[config.mk]
export PLATFORM = sky130hd
export DESIGN_NAME = sys_ram_bank
export DESIGN_NICKNAME = d
export VERILOG_FILES = /design/src/design/sd_mem_pkg.sv /design/src/design/sys_ram_bank.sv
export SDC_FILE = /design/constraint.sdc
export NUM_CORES = 2
export LEC_CHECK = 0
export ABC_AREA = 1
export BUFFER_PORTS_ARGS = -buffer_cell sky130_fd_sc_hd__buf_2
export CORE_MARGIN = 1.5
export CORE_UTILIZATION = 55
export DETAILED_ROUTE_END_ITERATION = 12
export GPL_TIMING_DRIVEN = 0
export PLACE_DENSITY = 0.71
export REMOVE_ABC_BUFFERS = 1
export SYNTH_ARGS = -nofsm -noshare
export SYNTH_HDL_FRONTEND = slang
export SYNTH_SLANG_ARGS = --single-unit
[constraint.sdc]
create_clock -name CLK -period 2.7 [get_ports CLK]
set_input_delay 0.27 -clock CLK [delete_from_list [all_inputs] [get_ports CLK]]
set_output_delay 0.27 -clock CLK [all_outputs]
set_load 0.02 [all_outputs]
[src/design/sd_mem_pkg.sv]
// system RAM geometry
package sd_mem_pkg;

   ////////////////////////////////////////////////////////////////////////////
   // sizes
   ////////////////////////////////////////////////////////////////////////////
   localparam int word_w     = 32;   // data word
   localparam int addr_w     = 10;   // byte address, 1 KiB
   localparam int bank_n     = 4;    // interleaved banks
   localparam int bank_sel_w = 2;
   localparam int row_n      = 64;   // words per bank
   localparam int row_w      = 6;

   // byte address split: [1:0] offset, [3:2] bank, [9:4] row
   localparam int off_w    = 2;
   localparam int bank_lsb = 2;
   localparam int row_lsb  = 4;

   typedef logic [word_w-1:0]     word_t;
   typedef logic [addr_w-1:0]     addr_t;
   typedef logic [bank_sel_w-1:0] bank_sel_t;
   typedef logic [row_w-1:0]      row_t;

   // one word forward in byte address
   localparam addr_t word_step = addr_t'(4);

endpackage

[src/design/sys_ram_bank.sv]
// system RAM bank
module sys_ram_bank (
   input  logic              CLK,
   input  logic              arst_n,
   input  logic              we,
   input  logic              re,
   input  sd_mem_pkg::row_t  row,
   input  sd_mem_pkg::word_t wdata,
   output sd_mem_pkg::word_t rdata
);

   sd_mem_pkg::word_t mem [sd_mem_pkg::row_n];   // one word per row

   ////////////////////////////////////////////////////////////////////////////
   // storage, zero after reset
   ////////////////////////////////////////////////////////////////////////////
   always_ff @(posedge CLK or negedge arst_n) begin
      if (!arst_n) begin
         for (int i = 0; i < sd_mem_pkg::row_n; i++) begin
            mem[i] <= '0;
         end
      end else if (we) begin
         mem[row] <= wdata;   // lands at the sampling edge
      end
   end

   // registered read port, holds between reads
   always_ff @(posedge CLK or negedge arst_n) begin
      if (!arst_n) begin
         rdata <= '0;
      end else if (re) begin
         rdata <= mem[row];   // old word on same-cycle write
      end
   end

endmodule

==> qor.csv <==
metric;value;unit
place_ws;-2.76;ns
worstSetupEndpointType;flop;
synth_area_per_cell;7.34;µm²
startpoint_type;input pin;
path_clk_slew;0.06;ns
first_pass_iters;6;
ys_ff_latch;2080;
yosysSeqAreaShare;53.4;%
die_h;424;µm
yosysUniqueCellTypes;24;
required;3.45;ns
p_leak;56.8;nW
rsz0062_at_grt;no;
slew_headroom;11.5;%
clk_path_buf_depth;3;
routedWlPerCell;20.5;µm
cts-root-buf;clkbuf_16;
hold_class;input pin to flop;
dp_cells;14900;
cp_max_fo;34;
yosys_warnings;0;
crit_type;input pin to flop;
ys.flop_type;dfrtp_1;
final-hold-violation-count;0;
syn_to_final_growth;12.9;%
synth_cells;13300;
fin_cells;15400;
finalSetupViolations;1;
cts_buffers;212;
drc;0;
clk_latency;0.87;ns
start_util;55.4;%
fin_skew;0.0289;ns
die_x;424;µm
synth_commonest_cells;nand2_1, dfrtp_1, o21ai_0;
via_per_inst;5.68;
finalCriticalPeriod;2.71;ns
grtUsageTotal;34.1;%
vias;87300;
overflow;0;
htree_num_levels;4;
final_nets;12900;
status;finished with violations;
synth_edf_count;0;
drtAntennaViolNets;0;
io_buffer_count;73;
synth_area;97500;µm²
routabilityCongestion;0.834;
fin_total_pwr;81.2;mW
rows;154;
grt_max_degree;177;
synth_area_leaders;dfrtp_1, nand2_1, o21ai_0;
powerDensity;738;nW/µm²
tightest_slew;1.33;ns
ir_drop;0.611;mV
antenna_found_initial;12;
yosysTopAreaCellShare;53.4;%
reg2reg_setup_slack;0.64;ns
drt_wl_total;315;mm
finalWorstSetupSlack;-0.00846;ns
grt_pass1_wl;476;mm
fin_crit_sh;100;%
synthArstFlopShare;100;%
arrival;3.46;ns
dieArea;180000;µm²
cap_violations;0;
clock-sinks;2080;
synth_largest_area_cell;dfrtp_1;
place_hpwl;173;mm
tritoncts;done;
grt_pass1_vias;81100;
drt_iter0_drc;10500;
yosysMostFrequentCell;nand2_1;
drive_above_1_share;6.37;%
violations;negative setup slack;
fmax;369;MHz
drv_slew;0;
ios;74;
core;176000;µm²
tns;-0.00846;ns
==> power by group <==
part	internal [mW]	switching (mW)
clock	17.3	12.5
combinational	4.67	8.07
sequential	36.2	2.47
total	58.2	23.1
==> registers in the layout, summed over array words and instances, names as in the netlist <==
name / cells
rdata: 32
mem: 2048
==> final timing paths <==
kind | cells after the start | start | endpoint
max | 6 | re | rdata[28]$_DFFE_PN0P_
min | 3 | we | mem[1788]$_DFFE_PN0P_
max reg2reg | 12 | mem[1628]$_DFFE_PN0P_ | rdata[28]$_DFFE_PN0P_
min reg2reg | 2 | mem[1543]$_DFFE_PN0P_ | mem[1543]$_DFFE_PN0P_
max in group asynchronous | 7 | arst_n | mem[1874]$_DFFE_PN0P_
min in group asynchronous | 3 | arst_n | rdata[10]$_DFFE_PN0P_
==> per-stage QoR <==
step                utilization [%]  cell area, µm²  hold WS, ns
floorplan                         -           93500      -0.0256
detailed placement             57.4          101000        0.243
CTS                            62.2          109000       -0.696
global placement               55.0           96800        0.460
global route                   62.5          110000       0.0886
finish                         62.5          110000       0.0935
==> repair_timing <==
action / in CTS / in global routing
setup buffers: 26 / 4
hold endpoints to repair: 870 / 244
hold buffers: 32 / 6
resized for setup: 41 / 8
cloned: 23 / 16
setup endpoints to repair: 2124 / 572
pin swaps: 22 / 3
==> placed cells by master, fill, tap and decap left out, types with 9 or more instances in the layout <==
master         count
dfrtp_1         2080
nand2_1         6637
inv_2             38
bufbuf_16         12
buf_4             27
a21oi_1          761
nor2_1           822
buf_12            79
o21ai_1          127
clkbuf_16        232
inv_1            280
buf_8             11
clkbuf_1          49
buf_16            83
o21ai_0         1360
buf_6             13
bufinv_16          9
nand3_1           41
dlygate4sd3_1     34
or2_2             33
clkbuf_8          60
buf_2             69
nand2_4           26
nor2_2            13
clkinv_2          37
nor2_4            33
==> metal layers <==
| metal | share of wire, % | GRT usage (%) |
|---|---|---|
| met5 | 0.094 | 0 |
| met4 | 4.8 | 14.4 |
| met3 | 10 | 7.08 |
| met2 | 45 | 53.1 |
| met1 | 40 | 46.5 |
==> cell type report <==
cell class | instances | area [µm²]
diodes | 8 | 20.0
clock buffers | 328 | 6490
clock inverters | 59 | 608
fillers | 15000 | 66100
inverters | 324 | 1280
multi-input cells | 9885 | 40800
flip-flops and latches | 2080 | 52000
well taps | 2340 | 2930
repair buffers | 341 | 5780
repair inverters | 5 | 47.5
==> logic make-up after synthesis <==
group | after synthesis | synth area share, %
flip-flops | 2080 | 53.4
AO/OA/AOI/OAI | 2250 | 11.6
buffers and inverters | 1333 | 5.32
AND/OR/NAND/NOR | 7627 | 29.7
==> critical path, stage by stage <==
cell	delay, ns
buf_2	0.94
clkinvlp_4	0.96
nor2_1	0.84
nand3_1	0.26
nand2_1	0.11
inv_1	0.04
(Power assumes the default switching activity.)
