==> config.mk <==
export PLATFORM = sky130hd
export DESIGN_NAME = adma_engine
export DESIGN_NICKNAME = d
export VERILOG_FILES = /design/src/design/sd_mem_pkg.sv /design/src/design/sd_adma_pkg.sv /design/src/design/adma_engine.sv
export SDC_FILE = /design/constraint.sdc
export NUM_CORES = 1
export LEC_CHECK = 0
export BUFFER_PORTS_ARGS = -buffer_cell sky130_fd_sc_hd__buf_2
export CAP_MARGIN = 0
export CELL_PAD_IN_SITES_DETAIL_PLACEMENT = 0
export CELL_PAD_IN_SITES_GLOBAL_PLACEMENT = 1
export CORE_MARGIN = 2
export CORE_UTILIZATION = 40
export DETAILED_ROUTE_END_ITERATION = 12
export MAX_ROUTING_LAYER = met4
export PLACE_DENSITY = 0.84
export SLEW_MARGIN = 25
export SYNTH_ARGS = -nofsm -noshare
export SYNTH_HDL_FRONTEND = slang
export SYNTH_SLANG_ARGS = --single-unit
==> constraint.sdc <==
create_clock -name CLK -period 2.7 [get_ports CLK]
set_clock_uncertainty 0.05 [all_clocks]
set_input_delay 0.135 -clock CLK [delete_from_list [all_inputs] [get_ports CLK]]
set_output_delay 0.135 -clock CLK [all_outputs]
set_load 0.005 [all_outputs]
==> src/design/sd_mem_pkg.sv <==
// system RAM geometry
package sd_mem_pkg;

   ////////////////////////////////////////////////////////////////////////////
   // sizes
   ////////////////////////////////////////////////////////////////////////////
   localparam int word_w     = 32;   // data word
   localparam int addr_w     = 10;   // byte address, 1 KiB
   localparam int bank_n     = 4;    // interleaved banks
   localparam int bank_sel_w = 2;
   localparam int row_n      = 64;   // words per bank
   localparam int row_w      = 6;

   // byte address split: [1:0] offset, [3:2] bank, [9:4] row
   localparam int off_w    = 2;
   localparam int bank_lsb = 2;
   localparam int row_lsb  = 4;

   typedef logic [word_w-1:0]     word_t;
   typedef logic [addr_w-1:0]     addr_t;
   typedef logic [bank_sel_w-1:0] bank_sel_t;
   typedef logic [row_w-1:0]      row_t;

   // one word forward in byte address
   localparam addr_t word_step = addr_t'(4);

endpackage

==> src/design/sd_adma_pkg.sv <==
// adma descriptor and engine definitions
package sd_adma_pkg;

   ////////////////////////////////////////////////////////////////////////////
   // descriptor layout
   ////////////////////////////////////////////////////////////////////////////
   // low word: attr [5:0], length in words [31:16]
   // high word: data or link address
   localparam int attr_valid_bit = 0;
   localparam int attr_end_bit   = 1;
   localparam int act_lsb        = 4;   // action in [5:4]
   localparam int act_w          = 2;
   localparam int len_lsb        = 16;
   localparam int len_w          = 16;

   typedef logic [len_w-1:0] len_t;

   // two words per descriptor
   localparam sd_mem_pkg::addr_t desc_step = sd_mem_pkg::addr_t'(8);

   typedef enum logic [act_w-1:0] {
      act_nop  = 2'b00,  // skip
      act_rsv  = 2'b01,  // reserved, treated as bad
      act_tran = 2'b10,  // move data
      act_link = 2'b11   // jump to another table
   } desc_act_e;

   ////////////////////////////////////////////////////////////////////////////
   // engine
   ////////////////////////////////////////////////////////////////////////////
   typedef enum logic [2:0] {
      st_idle,
      st_fetch_lo,   // read attr/len word
      st_fetch_hi,   // read address word
      st_decode,
      st_xfer,       // one data read per cycle
      st_drain,      // last word returning
      st_next
   } adma_state_e;

   typedef enum logic [1:0] {
      stat_none,
      stat_done,
      stat_error
   } adma_status_e;

endpackage

==> src/design/adma_engine.sv <==
// adma descriptor engine
module adma_engine (
   input  logic              CLK,
   input  logic              arst_n,
   input  logic              start,
   input  sd_mem_pkg::addr_t table_addr,
   output logic              dma_read,
   output sd_mem_pkg::addr_t dma_addr,
   input  sd_mem_pkg::word_t dma_rdata,
   input  logic              dma_rvalid,
   output sd_mem_pkg::word_t card_data,
   output logic              card_valid,
   output logic              busy,
   output logic              done,
   output logic              error
);

   sd_adma_pkg::adma_state_e  state_q, state_d;
   sd_adma_pkg::adma_status_e result_q, result_d;   // one-cycle result
   sd_mem_pkg::addr_t         desc_addr_q, desc_addr_d;
   sd_mem_pkg::addr_t         xfer_addr_q, xfer_addr_d;
   sd_adma_pkg::len_t         remain_q, remain_d;   // reads still to issue
   logic                      end_q, end_d;         // stop after this one
   sd_mem_pkg::word_t         desc_lo_q;            // attr/len word

   // decoded view of the fetched pair
   sd_adma_pkg::desc_act_e act;
   sd_adma_pkg::len_t      len;
   sd_mem_pkg::addr_t      hi_addr;
   logic                   d_valid;
   logic                   d_end;
   logic                   hi_ok;

   always_comb begin
      act     = sd_adma_pkg::desc_act_e'(desc_lo_q[sd_adma_pkg::act_lsb +: sd_adma_pkg::act_w]);
      len     = desc_lo_q[sd_adma_pkg::len_lsb +: sd_adma_pkg::len_w];
      d_valid = desc_lo_q[sd_adma_pkg::attr_valid_bit];
      d_end   = desc_lo_q[sd_adma_pkg::attr_end_bit];
      hi_addr = dma_rdata[sd_mem_pkg::addr_w-1:0];   // high word arrives in decode
      hi_ok   = (hi_addr[sd_mem_pkg::off_w-1:0] == '0);
   end

   ////////////////////////////////////////////////////////////////////////////
   // next state
   ////////////////////////////////////////////////////////////////////////////
   always_comb begin
      state_d     = state_q;
      result_d    = sd_adma_pkg::stat_none;
      desc_addr_d = desc_addr_q;
      xfer_addr_d = xfer_addr_q;
      remain_d    = remain_q;
      end_d       = end_q;
      dma_read    = 1'b0;
      dma_addr    = desc_addr_q;
      case (state_q)
         sd_adma_pkg::st_idle: begin
            if (start) begin
               if (table_addr[sd_mem_pkg::off_w-1:0] != '0) begin
                  result_d = sd_adma_pkg::stat_error;   // bad table base
               end else begin
                  desc_addr_d = table_addr;
                  state_d     = sd_adma_pkg::st_fetch_lo;
               end
            end
         end
         sd_adma_pkg::st_fetch_lo: begin
            dma_read = 1'b1;
            state_d  = sd_adma_pkg::st_fetch_hi;
         end
         sd_adma_pkg::st_fetch_hi: begin
            dma_read = 1'b1;
            dma_addr = desc_addr_q + sd_mem_pkg::word_step;
            state_d  = sd_adma_pkg::st_decode;
         end
         sd_adma_pkg::st_decode: begin
            end_d       = d_end;
            desc_addr_d = desc_addr_q + sd_adma_pkg::desc_step;
            state_d     = sd_adma_pkg::st_next;
            if (!d_valid || act == sd_adma_pkg::act_rsv ||
                ((act == sd_adma_pkg::act_tran || act == sd_adma_pkg::act_link) && !hi_ok)) begin
               result_d = sd_adma_pkg::stat_error;
               state_d  = sd_adma_pkg::st_idle;
            end else begin
               case (act)
                  sd_adma_pkg::act_tran: begin
                     if (len != '0) begin   // empty transfer moves nothing
                        xfer_addr_d = hi_addr;
                        remain_d    = len;
                        state_d     = sd_adma_pkg::st_xfer;
                     end
                  end
                  sd_adma_pkg::act_link: begin
                     desc_addr_d = hi_addr;
                     end_d       = 1'b0;   // end bit means nothing on a link
                  end
                  default: ;   // nop
               endcase
            end
         end
         sd_adma_pkg::st_xfer: begin
            dma_read    = 1'b1;
            dma_addr    = xfer_addr_q;
            xfer_addr_d = xfer_addr_q + sd_mem_pkg::word_step;
            remain_d    = remain_q - sd_adma_pkg::len_t'(1);
            if (remain_q == sd_adma_pkg::len_t'(1)) begin
               state_d = sd_adma_pkg::st_drain;
            end
         end
         sd_adma_pkg::st_drain: state_d = sd_adma_pkg::st_next;   // last word back now
         sd_adma_pkg::st_next: begin
            if (end_q) begin
               result_d = sd_adma_pkg::stat_done;
               state_d  = sd_adma_pkg::st_idle;
            end else begin
               state_d = sd_adma_pkg::st_fetch_lo;
            end
         end
         default: state_d = sd_adma_pkg::st_idle;
      endcase
   end

   always_ff @(posedge CLK or negedge arst_n) begin
      if (!arst_n) begin
         state_q     <= sd_adma_pkg::st_idle;
         result_q    <= sd_adma_pkg::stat_none;
         desc_addr_q <= '0;
         xfer_addr_q <= '0;
         remain_q    <= '0;
         end_q       <= 1'b0;
      end else begin
         state_q     <= state_d;
         result_q    <= result_d;
         desc_addr_q <= desc_addr_d;
         xfer_addr_q <= xfer_addr_d;
         remain_q    <= remain_d;
         end_q       <= end_d;
      end
   end

   // low word returns while the high word is being read
   always_ff @(posedge CLK) begin
      if (state_q == sd_adma_pkg::st_fetch_hi && dma_rvalid) begin
         desc_lo_q <= dma_rdata;
      end
   end

   ////////////////////////////////////////////////////////////////////////////
   // outputs
   ////////////////////////////////////////////////////////////////////////////
   assign card_data  = dma_rdata;
   assign card_valid = dma_rvalid &&
                       (state_q == sd_adma_pkg::st_xfer || state_q == sd_adma_pkg::st_drain);
   assign busy       = (state_q != sd_adma_pkg::st_idle);
   assign done       = (result_q == sd_adma_pkg::stat_done);
   assign error      = (result_q == sd_adma_pkg::stat_error);

endmodule

==> flow_metrics.py <==
metrics = {
    "worst_setup_path": {
        "max_stage_delay_ns": 0.67,
        "crit_fanout": 18,
        "crit_family": "simple AND/OR/NAND/NOR gates",
        "startpoint": "state_q[1]",
        "path_depth": 5,
        "endpoint": "dma_addr[9]",
        "crit_buf_inv": 1,
        "cp_cell_sequence": "nor3b_4, nor2_1, o21ai_0, o311ai_0, buf_2",
        "r2r-start": "state_q[1]",
        "r2r_cells": 3,
        "cp-start-kind": "flop",
        "cp_slowest_cell": "dfrtp_1",
        "endpoint_kind": "primary output",
        "critPathKind": "reg2out",
        "r2r-end": "remain_q[6]",
        "required_ns": 2.52,
        "rrSetupSlack_ns": 0.48,
        "cp.arrival_ns": 2.21,
    },
    "worst_hold_path": {
        "min_path_type": "in2reg",
    },
    "timing": {
        "fin_crit_sh_pct": 88.7,
        "grt_setup_unrepaired": "no",
        "finalSetupViolations": 0,
        "worstMarginPinSlew_ns": 0.675,
        "maxSlewViolCount": 0,
        "max_freq_ghz": 0.417,
        "setup_tns_ns": 0,
        "relSlewSlack_pct": 54.8,
        "fin_crit_ns": 2.40,
        "hold_viol": 0,
    },
    "global_route": {
        "grt_remaining_overflow": 0,
        "grt_pass1_vias": 3276,
        "antenna_found_initial": 0,
        "track_usage_pct": 21.9,
        "grt_pass1_wl_um": 16600,
        "grt_max_degree": 43,
    },
    "pwr": {
        "vdd_drop_max_uv": 389,
        "total_power_mw": 4.13,
        "powerDensity_mw_per_mm2": 932,
        "leakage_nw": 1.79,
    },
    "logic_synthesis": {
        "synth_area_leaders": "dfrtp_1 (28%), edfxtp_1 (16%), buf_4 (6.7%), nand2_1 (3.2%), o21ai_0 (2.8%)",
        "yosysTopAreaCell": "dfrtp_1",
        "yosysMostFrequentCell": "dfrtp_1",
        "synth_cell_type_count": 63,
        "yosysWarnings": 0,
        "synthTopCellsByCount": "dfrtp_1 (42), buf_4 (33), nand2_1 (32)",
        "async_flop_share_pct": 67.7,
        "syn_inst": 389,
        "synth_edf_count": 20,
        "avgSynthCellArea_um2": 9.55,
        "synth_top_area_share_pct": 28.3,
        "synth_nets": 440,
        "ys_seq_area_share_pct": 44.5,
        "syn_area_mm2": 0.00371,
        "synth-seq-cells": 62,
        "synth_ff_type": "dfrtp_1",
    },
    "route": {
        "avgViaCountPerCell": 6.02,
        "wl_per_cell_um": 18.3,
        "via_count": 3457,
        "first_pass_iters": 5,
        "drc": 0,
        "ant_nets": 0,
        "routed_wl_um": 10500,
        "drt_iter0_markers": 145,
    },
    "cells_and_area": {
        "final_cell_area_mm2": 0.00443,
        "final_util_pct": 48.6,
        "diodes": 0,
        "drive_above_1_share_pct": 26.1,
        "fin_nets": 509,
        "syn_to_final_growth_pct": 19.3,
    },
    "flow_run": {
        "cap_violations": 0,
    },
    "die": {
        "die_area_mm2": 0.0101,
        "fp.dieH_um": 100,
        "start_util_pct": 40.8,
        "die_w_um": 100,
        "core_area_mm2": 0.00911,
        "io_pins": 93,
        "num_rows": 35,
    },
    "clocking": {
        "clk-insertion-delay-late_ns": 0.35,
        "numCtsBuffers": 9,
        "cts_tree": "built",
        "clkSinkCount": 62,
        "clk_pin_slew_ns": 0.07,
        "htree_levels": 3,
        "clockBufferDepth": 2,
        "clockRootBuffer": "clkbuf_8",
    },
    "placement": {
        "placed_area_mm2": 0.00400,
        "dp.final_hpwl_um": 7220,
        "io_buffers": 80,
        "gp_congestion": 0.875,
    },
    "outcome": {
        "run_status": "finished clean",
    },
}
## metrics by stage
step / setup WS [ns] / cells / hold slack [ns]
after global routing: 0.115 / 574 / 0.0280
final: 0.304 / 574 / 0.0211
after global placement: 0.565 / 538 / 0.220
after detailed placement: 0.496 / 538 / 0.220
after floorplan: 0.656 / 389 / -0.211
after CTS: 0.161 / 574 / 0.0155
## worst min-delay path by stage
stage             startpoint        endpoint  slack, ns  depth (start not counted)
2_1_floorplan         arst_n  desc_addr_q[0]      -0.21                          0
3_3_place_gp   dma_rdata[15]   card_data[15]       0.22                          0
3_5_place_dp   dma_rdata[15]   card_data[15]       0.22                          0
4_1_cts        table_addr[8]  desc_addr_q[8]       0.02                          3
5_1_grt         dma_rdata[4]    desc_lo_q[4]       0.03                          1
6_report        dma_rdata[4]    desc_lo_q[4]       0.02                          1
## report_power, final
part | switching [mW] | internal (mW)
Sequential | 0.423 | 1.30
Clock | 0.392 | 0.528
Combinational | 0.827 | 0.664
Total | 1.64 | 2.49
## cell usage in the layout (no fill, tap or decap), types with 3 or more instances in the layout
master         synthesis  final
dfrtp_1               42     42
clkbuf_8               0      9
o32ai_1                3      3
nor2_1                17     17
nand2_1               32     32
and2_1                 4      4
a311oi_1               4      4
dlygate4sd3_1          0     20
buf_4                 33     12
a32oi_1                3      3
nor3_1                16     16
or4_1                  4      4
o211ai_1               9      9
a221oi_1               5      5
edfxtp_1              20     20
o221ai_1               4      4
a211oi_1              11     11
and3_1                 6      6
o31ai_1                8      8
nor2b_1                6      6
buf_2                  5     79
or2_2                  3      3
a22oi_1                4      4
inv_1                 14     14
ha_1                   5      5
nor4_1                11     11
a21oi_1               10     10
nand4_1                7      7
o21ai_0               21     21
a31oi_1                9      9
or3_1                  3      3
clkinv_4               0      3
nand3_1               13     13
## worst register-to-register path, stage by stage, from the launching register on
cell and delay [ns]:
dfrtp_1 0.57, or3b_4 0.59, or4_1 0.52, a311o_1 0.37
## cells by family (layout without fill, tap and decap cells)
family | Yosys count | after routing | share of synthesized area [%]
DFF | 62 | 62 | 44.5
buffers and inverters | 67 | 141 | 10.5
AOI/OAI and AO/OA | 112 | 112 | 21.6
adders and majority gates | 5 | 5 | 1.68
and+or+nand+nor | 141 | 141 | 21.3
muxes | 1 | 1 | 0.270
xor gates and xnor gates | 1 | 1 | 0.236
## registers in the layout, indices dropped and copies added (netlist names)
name / cells
xfer_addr_q: 10
remain_q: 16
end_q: 1
desc_lo_q: 20
state_q: 3
result_q: 2
desc_addr_q: 10
## cell type report
| class | instances | area (um2) |
|---|---|---|
| Clock buffer | 10 | 128 |
| Clock inverter | 6 | 95.1 |
| Fill cell | 868 | 4680 |
| Inverter | 14 | 52.6 |
| Multi-Input combinational cell | 260 | 1680 |
| Sequential cell | 62 | 1650 |
| Tap cell | 111 | 139 |
| Timing Repair Buffer | 111 | 686 |
## layer usage
layer,GRT usage [%],vias up,share of wire (%)
li1,-,1604,-
met3,3.69,18,5.7
met4,7.69,0,1.4
met2,35.8,136,50
met5,-,-,0
met1,27.5,1699,43
## timing repair
item	CTS	global route
endpoints found under the setup margin	0	5
resized for setup	0	1
hold endpoints to repair	61	0
buffers inserted	0	0
hold buffers	20	0
Note: power is estimated with default switching activity, not from simulation.
