==> config.mk <==
export PLATFORM = sky130hd
export DESIGN_NAME = ram_bank_router
export DESIGN_NICKNAME = d
export VERILOG_FILES = /design/src/design/sd_mem_pkg.sv /design/src/design/ram_bank_router.sv
export SDC_FILE = /design/constraint.sdc
export NUM_CORES = 1
export LEC_CHECK = 0
export ABC_CLOCK_PERIOD_IN_PS = 1450
export BUFFER_PORTS_ARGS = -buffer_cell sky130_fd_sc_hd__clkbuf_2
export CAP_MARGIN = 0
export CORE_MARGIN = 4
export CORE_UTILIZATION = 20
export DETAILED_ROUTE_END_ITERATION = 10
export PLACE_DENSITY_LB_ADDON = 0.12
export SLEW_MARGIN = 15
export SYNTH_ARGS = -nofsm -noshare
export SYNTH_HDL_FRONTEND = slang
export SYNTH_SLANG_ARGS = --single-unit
==> constraint.sdc <==
create_clock -name CLK -period 1.45 [get_ports CLK]
set_input_delay 0.29 -clock CLK [delete_from_list [all_inputs] [get_ports CLK]]
set_output_delay 0.29 -clock CLK [all_outputs]
set_load 0.05 [all_outputs]
==> src/design/sd_mem_pkg.sv <==
// system RAM geometry
package sd_mem_pkg;

   ////////////////////////////////////////////////////////////////////////////
   // sizes
   ////////////////////////////////////////////////////////////////////////////
   localparam int word_w     = 32;   // data word
   localparam int addr_w     = 10;   // byte address, 1 KiB
   localparam int bank_n     = 4;    // interleaved banks
   localparam int bank_sel_w = 2;
   localparam int row_n      = 64;   // words per bank
   localparam int row_w      = 6;

   // byte address split: [1:0] offset, [3:2] bank, [9:4] row
   localparam int off_w    = 2;
   localparam int bank_lsb = 2;
   localparam int row_lsb  = 4;

   typedef logic [word_w-1:0]     word_t;
   typedef logic [addr_w-1:0]     addr_t;
   typedef logic [bank_sel_w-1:0] bank_sel_t;
   typedef logic [row_w-1:0]      row_t;

   // one word forward in byte address
   localparam addr_t word_step = addr_t'(4);

endpackage

==> src/design/ram_bank_router.sv <==
// bank request router
module ram_bank_router (
   input  logic                                CLK,
   input  logic                                arst_n,
   input  logic                                host_write,
   input  logic                                host_read,
   input  sd_mem_pkg::addr_t                   host_addr,
   input  sd_mem_pkg::word_t                   host_wdata,
   input  logic                                dma_read,
   input  sd_mem_pkg::addr_t                   dma_addr,
   input  logic                                busy,
   output logic [sd_mem_pkg::bank_n-1:0]       bank_we,
   output logic [sd_mem_pkg::bank_n-1:0]       bank_re,
   output sd_mem_pkg::row_t                    row,
   output sd_mem_pkg::word_t                   wdata,
   output logic                                rd_issue,
   output sd_mem_pkg::bank_sel_t               rd_bank,
   output logic                                rd_is_dma
);

   logic              busy_q;    // engine held the RAM last cycle
   logic              own_dma;
   logic              acc_wr;
   logic              acc_rd;
   logic              aligned;
   sd_mem_pkg::addr_t acc_addr;
   sd_mem_pkg::bank_sel_t sel;

   // ownership stays with the engine through the cycle busy drops
   always_ff @(posedge CLK or negedge arst_n) begin
      if (!arst_n) begin
         busy_q <= 1'b0;
      end else begin
         busy_q <= busy;
      end
   end

   always_comb begin
      own_dma  = busy | busy_q;
      acc_wr   = own_dma ? 1'b0 : host_write;   // engine only reads
      acc_rd   = own_dma ? dma_read : host_read;
      acc_addr = own_dma ? dma_addr : host_addr;
      aligned  = (acc_addr[sd_mem_pkg::off_w-1:0] == '0);
      sel      = acc_addr[sd_mem_pkg::bank_lsb +: sd_mem_pkg::bank_sel_w];
      bank_we  = '0;
      bank_re  = '0;
      if (aligned) begin   // misaligned strobes just vanish
         bank_we[sel] = acc_wr;
         bank_re[sel] = acc_rd;
      end
   end

   assign row   = acc_addr[sd_mem_pkg::row_lsb +: sd_mem_pkg::row_w];
   assign wdata = host_wdata;   // only the host writes

   // read tag for the merge
   assign rd_issue  = acc_rd & aligned;
   assign rd_bank   = sel;
   assign rd_is_dma = own_dma;

endmodule

==> results.md, run 1 <==
* CP Launch Type: flop
* Drt first-iter violations at 2
* Reg clk slew, reported paths at 0 ns
* Nets at 142
* VDD IR max at 0.000256 V
* Fin crit period at 1.77 ns
* Max FFs per register at 1
* Max-slew headroom at the worst pin at 81.8%
* Pins Over Slew Limit at 0
* Biggest register: busy_q
* Failing checks: negative setup slack
* Row count at 16
* Final setup viols at 17
* Starting Density at 22.0%
* Number of synthesis warnings at 0
* Synth Instances at 58
* Layout cell share with drive strength beyond 1 at 96.3%
* Final wirelength at 1550 um
* CP Class: reg2out
* Port Buf Inserts at 43
* Leak Pwr at 0.000441 uW
* Via Count at 447
* Number of global-route vias before repair at 494
* Setup ws final at -0.322 ns
* Area delta synth->final at 107%
* Cell variety after synth at 13
* DR WL/cell at 14.2 um
* GR Overflow Total at 0
* DP HPWL at 1350 um
* First-pass GRT wire length at 2520 um
* Die Area at 3100 sq um
* Total GRT Usage at 9.67%
* Setup_tns at -4.08 ns
* Ports at 108
* Antenna diode count at 0
* Worst-path fanout max at 3
* Final routed DRC violation total at 0
* Max-cap viol count at 0
* Power density over the cells at 388 nW/um^2
* Hold Fails Final Rpt at 0
* #FFs+latches synth at 1
* Routability cong. at 0.701
* Largest net degree at the start of global routing at 6
* Worst Max-Slew Pin Slew at 0.275 ns
* Hold Crit Class: in2async
* Unrepaired setup endpoints after global routing: yes
* Die width at 55.7 um
* Detailed Routing Iterations Pass 1 at 3
* Critical Path RT at 1.16 ns
* Tcrit/Tclk final at 122%
* Vias per cell at 4.10
* Critical Path AT at 1.48 ns
* Die height at 55.7 um
* Top Registers: busy_q: 1 flops
* Tot Pwr at 365 uW
* # hold bufs at CTS at 0
* Multi-input combinational cell area at 317 sq um
* Mapped Area at 454 sq um
* Average instance area after synthesis at 7.83 sq um
* Final ANT Viol Nets at 0
* Placeable Area at 2060 sq um
* Outcome: finished with violations
* Critical path endpoint category: primary output
* Seq/Total Area, Yosys at 5.51%
* Syn nets at 116
* Filler cells at 187
* Initial antenna violation count at 0
* Fmax achieved at 0.564 GHz
* Register area at 25.0 sq um
==> Yosys cell counts <==
library cell | instances | area share [%]
a32oi_1 | 1 | 1.9
nor2_4 | 1 | 2.5
dfrtp_1 | 1 | 5.5
nor2_1 | 1 | 0.83
nor3_1 | 8 | 8.8
nand2_1 | 1 | 0.83
inv_2 | 2 | 1.7
mux2i_4 | 1 | 5.0
mux2_2 | 6 | 15
nor4_1 | 1 | 1.4
mux2i_1 | 1 | 2.2
inv_1 | 2 | 1.7
buf_4 | 32 | 53
==> cell usage in the layout, fill, tap and decap left out, drive strengths merged <==
cell type and count:
a32oi 1, buf 29, clkbuf 27, clkinvlp 1, dfrtp 1, inv 3, mux2 6, mux2i 2
nand2 1, nor2 2, nor3 8, nor4 1
==> cell type report <==
type	count	share of cell area, %
multi-input combinational	21	33.7
timing repair buffer	56	57.5
sequential	1	2.66
inverter	4	2.53
tap	27	3.60
==> routing by layer <==
metal / track usage (%) / share of wire, %
met5: 0 / 0
met2: 18.1 / 53
met4: 4.17 / 3.8
met1: 9.43 / 30
met3: 3.48 / 13
==> report_power, final <==
group	internal (uW)	leakage (uW)	switching, uW	total, uW
logic	154	0.000429	180	333
clock network	0	0	0	0
registers	29.9	0.0000117	1.47	31.3
==> worst paths after layout <==
| path | start | end | slack, ns | depth (start not counted) |
|---|---|---|---|---|
| worst max-delay path | busy_q | bank_we[3] | -0.32 | 7 |
| worst min-delay path | arst_n | busy_q | 0.07 | 1 |
| max in group asynchronous | arst_n | busy_q | 1.29 | 1 |
| min in group CLK | busy | busy_q | 0.57 | 2 |
==> repair_timing <==
| item | in CTS | in global routing |
|---|---|---|
| pin swaps | 3 | 4 |
| gates resized for setup | 18 | 16 |
| buffers inserted | 1 | 4 |
| setup endpoints to repair | 17 | 17 |
==> critical path, stage by stage (launching register included) <==
cell,delay (ns)
dfrtp_1,0.38
nor2_4,0.18
buf_4,0.15
inv_4,0.04
mux2i_4,0.19
buf_4,0.16
nor3_4,0.21
buf_12,0.16
==> logic make-up after synthesis <==
family	Yosys count	share of synthesized area, %
and+or+nand+nor	12	14.3
buffers and inverters	36	56.2
DFF	1	5.51
AOI/OAI and AO/OA	1	1.93
muxes	8	22.0
==> stage by stage <==
step                util (%)  cells  worst slack [ns]  area [sq um]  hold slack, ns
finish                  45.6    109            -0.322           940          0.0681
global route            45.6    109            -0.384           940          0.0754
CTS                     42.7    106            -0.315           880          0.0704
detailed placement      38.5    105            -0.396           793          0.0701
global placement        38.5    105            -0.349           793          0.0695
floorplan                  -     58            -0.904           569        -0.00559
Power figures use the tool's default switching activity.
==> run 2: changes to the inputs <==
--- a/config.mk
+++ b/config.mk
@@ -5,11 +5,12 @@
 export SDC_FILE = /design/constraint.sdc
 export NUM_CORES = 1
 export LEC_CHECK = 0
+export ABC_AREA = 1
 export ABC_CLOCK_PERIOD_IN_PS = 1450
 export BUFFER_PORTS_ARGS = -buffer_cell sky130_fd_sc_hd__clkbuf_2
 export CAP_MARGIN = 0
 export CORE_MARGIN = 4
-export CORE_UTILIZATION = 20
+export CORE_UTILIZATION = 23
 export DETAILED_ROUTE_END_ITERATION = 10
 export PLACE_DENSITY_LB_ADDON = 0.12
 export SLEW_MARGIN = 15
==> run 2 against run 1 <==
The run still ends with negative setup slack left. Worst setup slack better by 0.26 ns. Final cell count up 34%. Worst hold slack worse by 0.0031 ns. Critical path type is now in2out. Critical endpoint is now bank_we[2]. Largest power group unchanged.
==> results.md, run 2 <==
* Detailed Routing Iterations Pass 1 at 2 (was 3)
* Finished Layout Cells at 146 (was 109)
* Reg clk slew, reported paths at 0 ns (about the same)
* Seq/Total Area, Yosys at 4.42% (was 5.51%)
* Crit path buf inv count at 4 (unchanged)
* Die height at 57.6 um (was 55.7 um)
* Final routed DRC violation total at 0 (unchanged)
* Port Buf Inserts at 43 (unchanged)
* Fmax achieved at 0.663 GHz (was 0.564 GHz)
* Mux share of post-synthesis cell area at 0% (was 22.0%)
* Share of flip-flops with an asynchronous set or reset at 100% (unchanged)
* Power density over the cells at 379 nW/um^2 (was 388 nW/um^2)
* Fin crit period at 1.51 ns (was 1.77 ns)
* Largest family of logic cells by synthesized area: buffers and inverters (unchanged)
* Outcome: finished with violations (unchanged)
* Max-slew headroom at the worst pin at 81.8% (about the same)
* Tcrit/Tclk final at 104% (was 122%)
* Cell variety after synth at 12 (was 13)
* CP max-delay cell: buf_4 (was dfrtp_1)
* Hold Fails Final Rpt at 0 (unchanged)
* Top cell type's share of synthesized area at 42.4% (was 52.9%)
* Final ANT Viol Nets at 0 (unchanged)
* CP Class: in2out (was reg2out)
* Synth area leaders: buf_4 42%, nand2_1 19%, nand2_4 7.9% (was buf_4 53%, mux2_2 15%, nor3_1 8.8%)
* Max-cap viol count at 0 (unchanged)
* Synth Area in Simple Gates at 43.3% (was 14.3%)
* Post-synthesis adder-cell area fraction at 0% (unchanged)
* DP HPWL at 1380 um (was 1350 um)
* Final core utilization at 47.4% (was 45.6%)
* Row count at 17 (was 16)
* Mapped Area at 567 sq um (was 454 sq um)
* Critical Path AT at 1.22 ns (was 1.48 ns)
* Hold Crit Class: in2async (unchanged)
* Die width at 57.6 um (was 55.7 um)
* Most frequent cell after synthesis: buf_4 (unchanged)
* Average instance area after synthesis at 5.97 sq um (was 7.83 sq um)
* Initial antenna violation count at 0 (unchanged)
* Vias per cell at 4.10 (about the same)
* Setup_tns at -0.226 ns (was -4.08 ns)
* Routability cong. at 0.771 (was 0.701)
* Xor-xnor portion of the synthesized cell area at 0% (unchanged)
* Ports at 108 (unchanged)
* #FFs+latches synth at 1 (unchanged)
* CP peak stage delay at 0.18 ns (was 0.38 ns)
* Area delta synth->final at 90.3% (was 107%)
* VDD IR max at 0.000163 V (was 0.000256 V)
* DR WL/cell at 11.0 um (was 14.2 um)
* Commonest non-fill, non-tap cell in the layout: clkbuf_2 (unchanged)
* Total GRT Usage at 8.87% (was 9.67%)
* Number of synthesis warnings at 0 (unchanged)
* Tot Pwr at 408 uW (was 365 uW)
* Syn nets at 153 (was 116)
* First-pass GRT wire length at 2510 um (was 2520 um)
* # hold bufs at CTS at 0 (unchanged)
* Setup ws final at -0.0578 ns (was -0.322 ns)
* Post-synth EDFFs at 0 (unchanged)
* Area leader, netlist: buf_4 (unchanged)
* CP Launch Type: primary input (was flop)
* Setup WS pre-CTS at -0.202 ns (was -0.396 ns)
* Biggest register: busy_q (unchanged)
* Top cells by count, synth: 32 x buf_4, 29 x nand2_1, 10 x nor2_1, 6 x nand2_2, 5 x inv_1 (was 32 x buf_4, 8 x nor3_1, 6 x mux2_2, 2 x inv_1, 2 x inv_2)
* Final wirelength at 1610 um (was 1550 um)
* Final setup viols at 9 (was 17)
* Worst Max-Slew Pin Slew at 0.275 ns (about the same)
* CP Cell Sequence: clkbuf_8, buf_6, o21ai_0, buf_4, nand2_4, nand2_4, nor2_4, buf_4 (was nor2_4, buf_4, inv_4, mux2i_4, buf_4, nor3_4, buf_12)
* Placeable Area at 2280 sq um (was 2060 sq um)
* Drt first-iter violations at 17 (was 2)
* Largest net degree at the start of global routing at 10 (was 6)
* Via Count at 599 (was 447)
* Top Registers: busy_q: 1 flops (unchanged)
* Number of global-route vias before repair at 571 (was 494)
* Compound-Gate Fraction of Synth Area at 2.65% (was 1.93%)
* Most frequent cells in the layout: 25 x clkbuf_2, 15 x nand2_1, 14 x nand2_4 (was 26 x clkbuf_2, 10 x buf_12, 10 x buf_4)
* Inst Count DP at 144 (was 105)
* Critical Path RT at 1.16 ns (about the same)
* Nets at 178 (was 142)
* GR Overflow Total at 0 (unchanged)
* Unrepaired setup endpoints after global routing: yes (unchanged)
* Failing checks: negative setup slack (unchanged)
* Synth Instances at 95 (was 58)
* Layout cell share with drive strength beyond 1 at 82.2% (was 96.3%)
* Pins Over Slew Limit at 0 (unchanged)
* Die Area at 3320 sq um (was 3100 sq um)
* Predominant post-synthesis flop cell: dfrtp_1 (unchanged)
* Worst-path fanout max at 4 (was 3)
* Worst path top cell family by delay: buffers and inverters (unchanged)
* Antenna diode count at 0 (unchanged)
* Max FFs per register at 1 (unchanged)
* Starting Density at 24.9% (was 22.0%)
* Critical path endpoint category: primary output (unchanged)
* Leak Pwr at 0.000540 uW (was 0.000441 uW)
==> run 2: cell types whose count changed after synthesis, sizes merged, moves of 3 or more <==
cell,previous run,this run
nor2,2,11
nand2,1,39
mux2,6,0
o21ai,0,3
inv,4,7
nor3,8,0
==> run 2: final cells by class <==
type / count / area [sq um]
multi-input combinational: 54 / 484
tap: 28 / 35.0
inverter: 7 / 35.0
timing repair buffer: 56 / 498
fill: 226 / 1200
sequential: 1 / 26.3
==> run 2: where the power goes <==
part           internal (uW)  switching, uW  leakage, uW  total (uW)
clock network              0              0            0           0
registers               30.1           2.38    0.0000107        32.5
logic                    157            219     0.000529         376
==> run 2: stage by stage <==
stage | hold WS (ns) | instance area, sq um
after floorplan | -0.00559 | 711
after global placement | 0.0656 | 846
after detailed placement | 0.0662 | 846
after CTS | 0.0662 | 993
after global routing | 0.0695 | 1080
final | 0.0650 | 1080
==> run 2: path summary, 6_finish.rpt <==
path	startpoint	endpoint	cells past startpoint
worst min-delay path	arst_n	busy_q	1
min in group CLK	busy	busy_q	2
max in group asynchronous	arst_n	busy_q	1
worst max-delay path	busy	bank_we[2]	8
==> run 2: kinds of logic (layout without fill, tap and decap cells) <==
group                  count (synthesis)  in the layout
flip-flops                             1              1
AO/OA/AOI/OAI                          3              3
AND/OR/NAND/NOR                       51             51
buffers and inverters                 40             63
==> run 2: what timing repair did <==
item                       4_1_cts  5_1_grt
setup buffers                    1        1
pin swaps                        4        4
gates resized for setup         38       32
setup endpoints to repair       16       16
==> run 2: metal layers <==
metal | vias up | GRT usage (%) | share of wire, %
li1 | 300 | - | -
met1 | 252 | 9.03 | 28
met2 | 39 | 16.5 | 51
met3 | 8 | 3.56 | 20
met4 | 0 | 2.65 | 1.5
met5 | - | 0 | 0
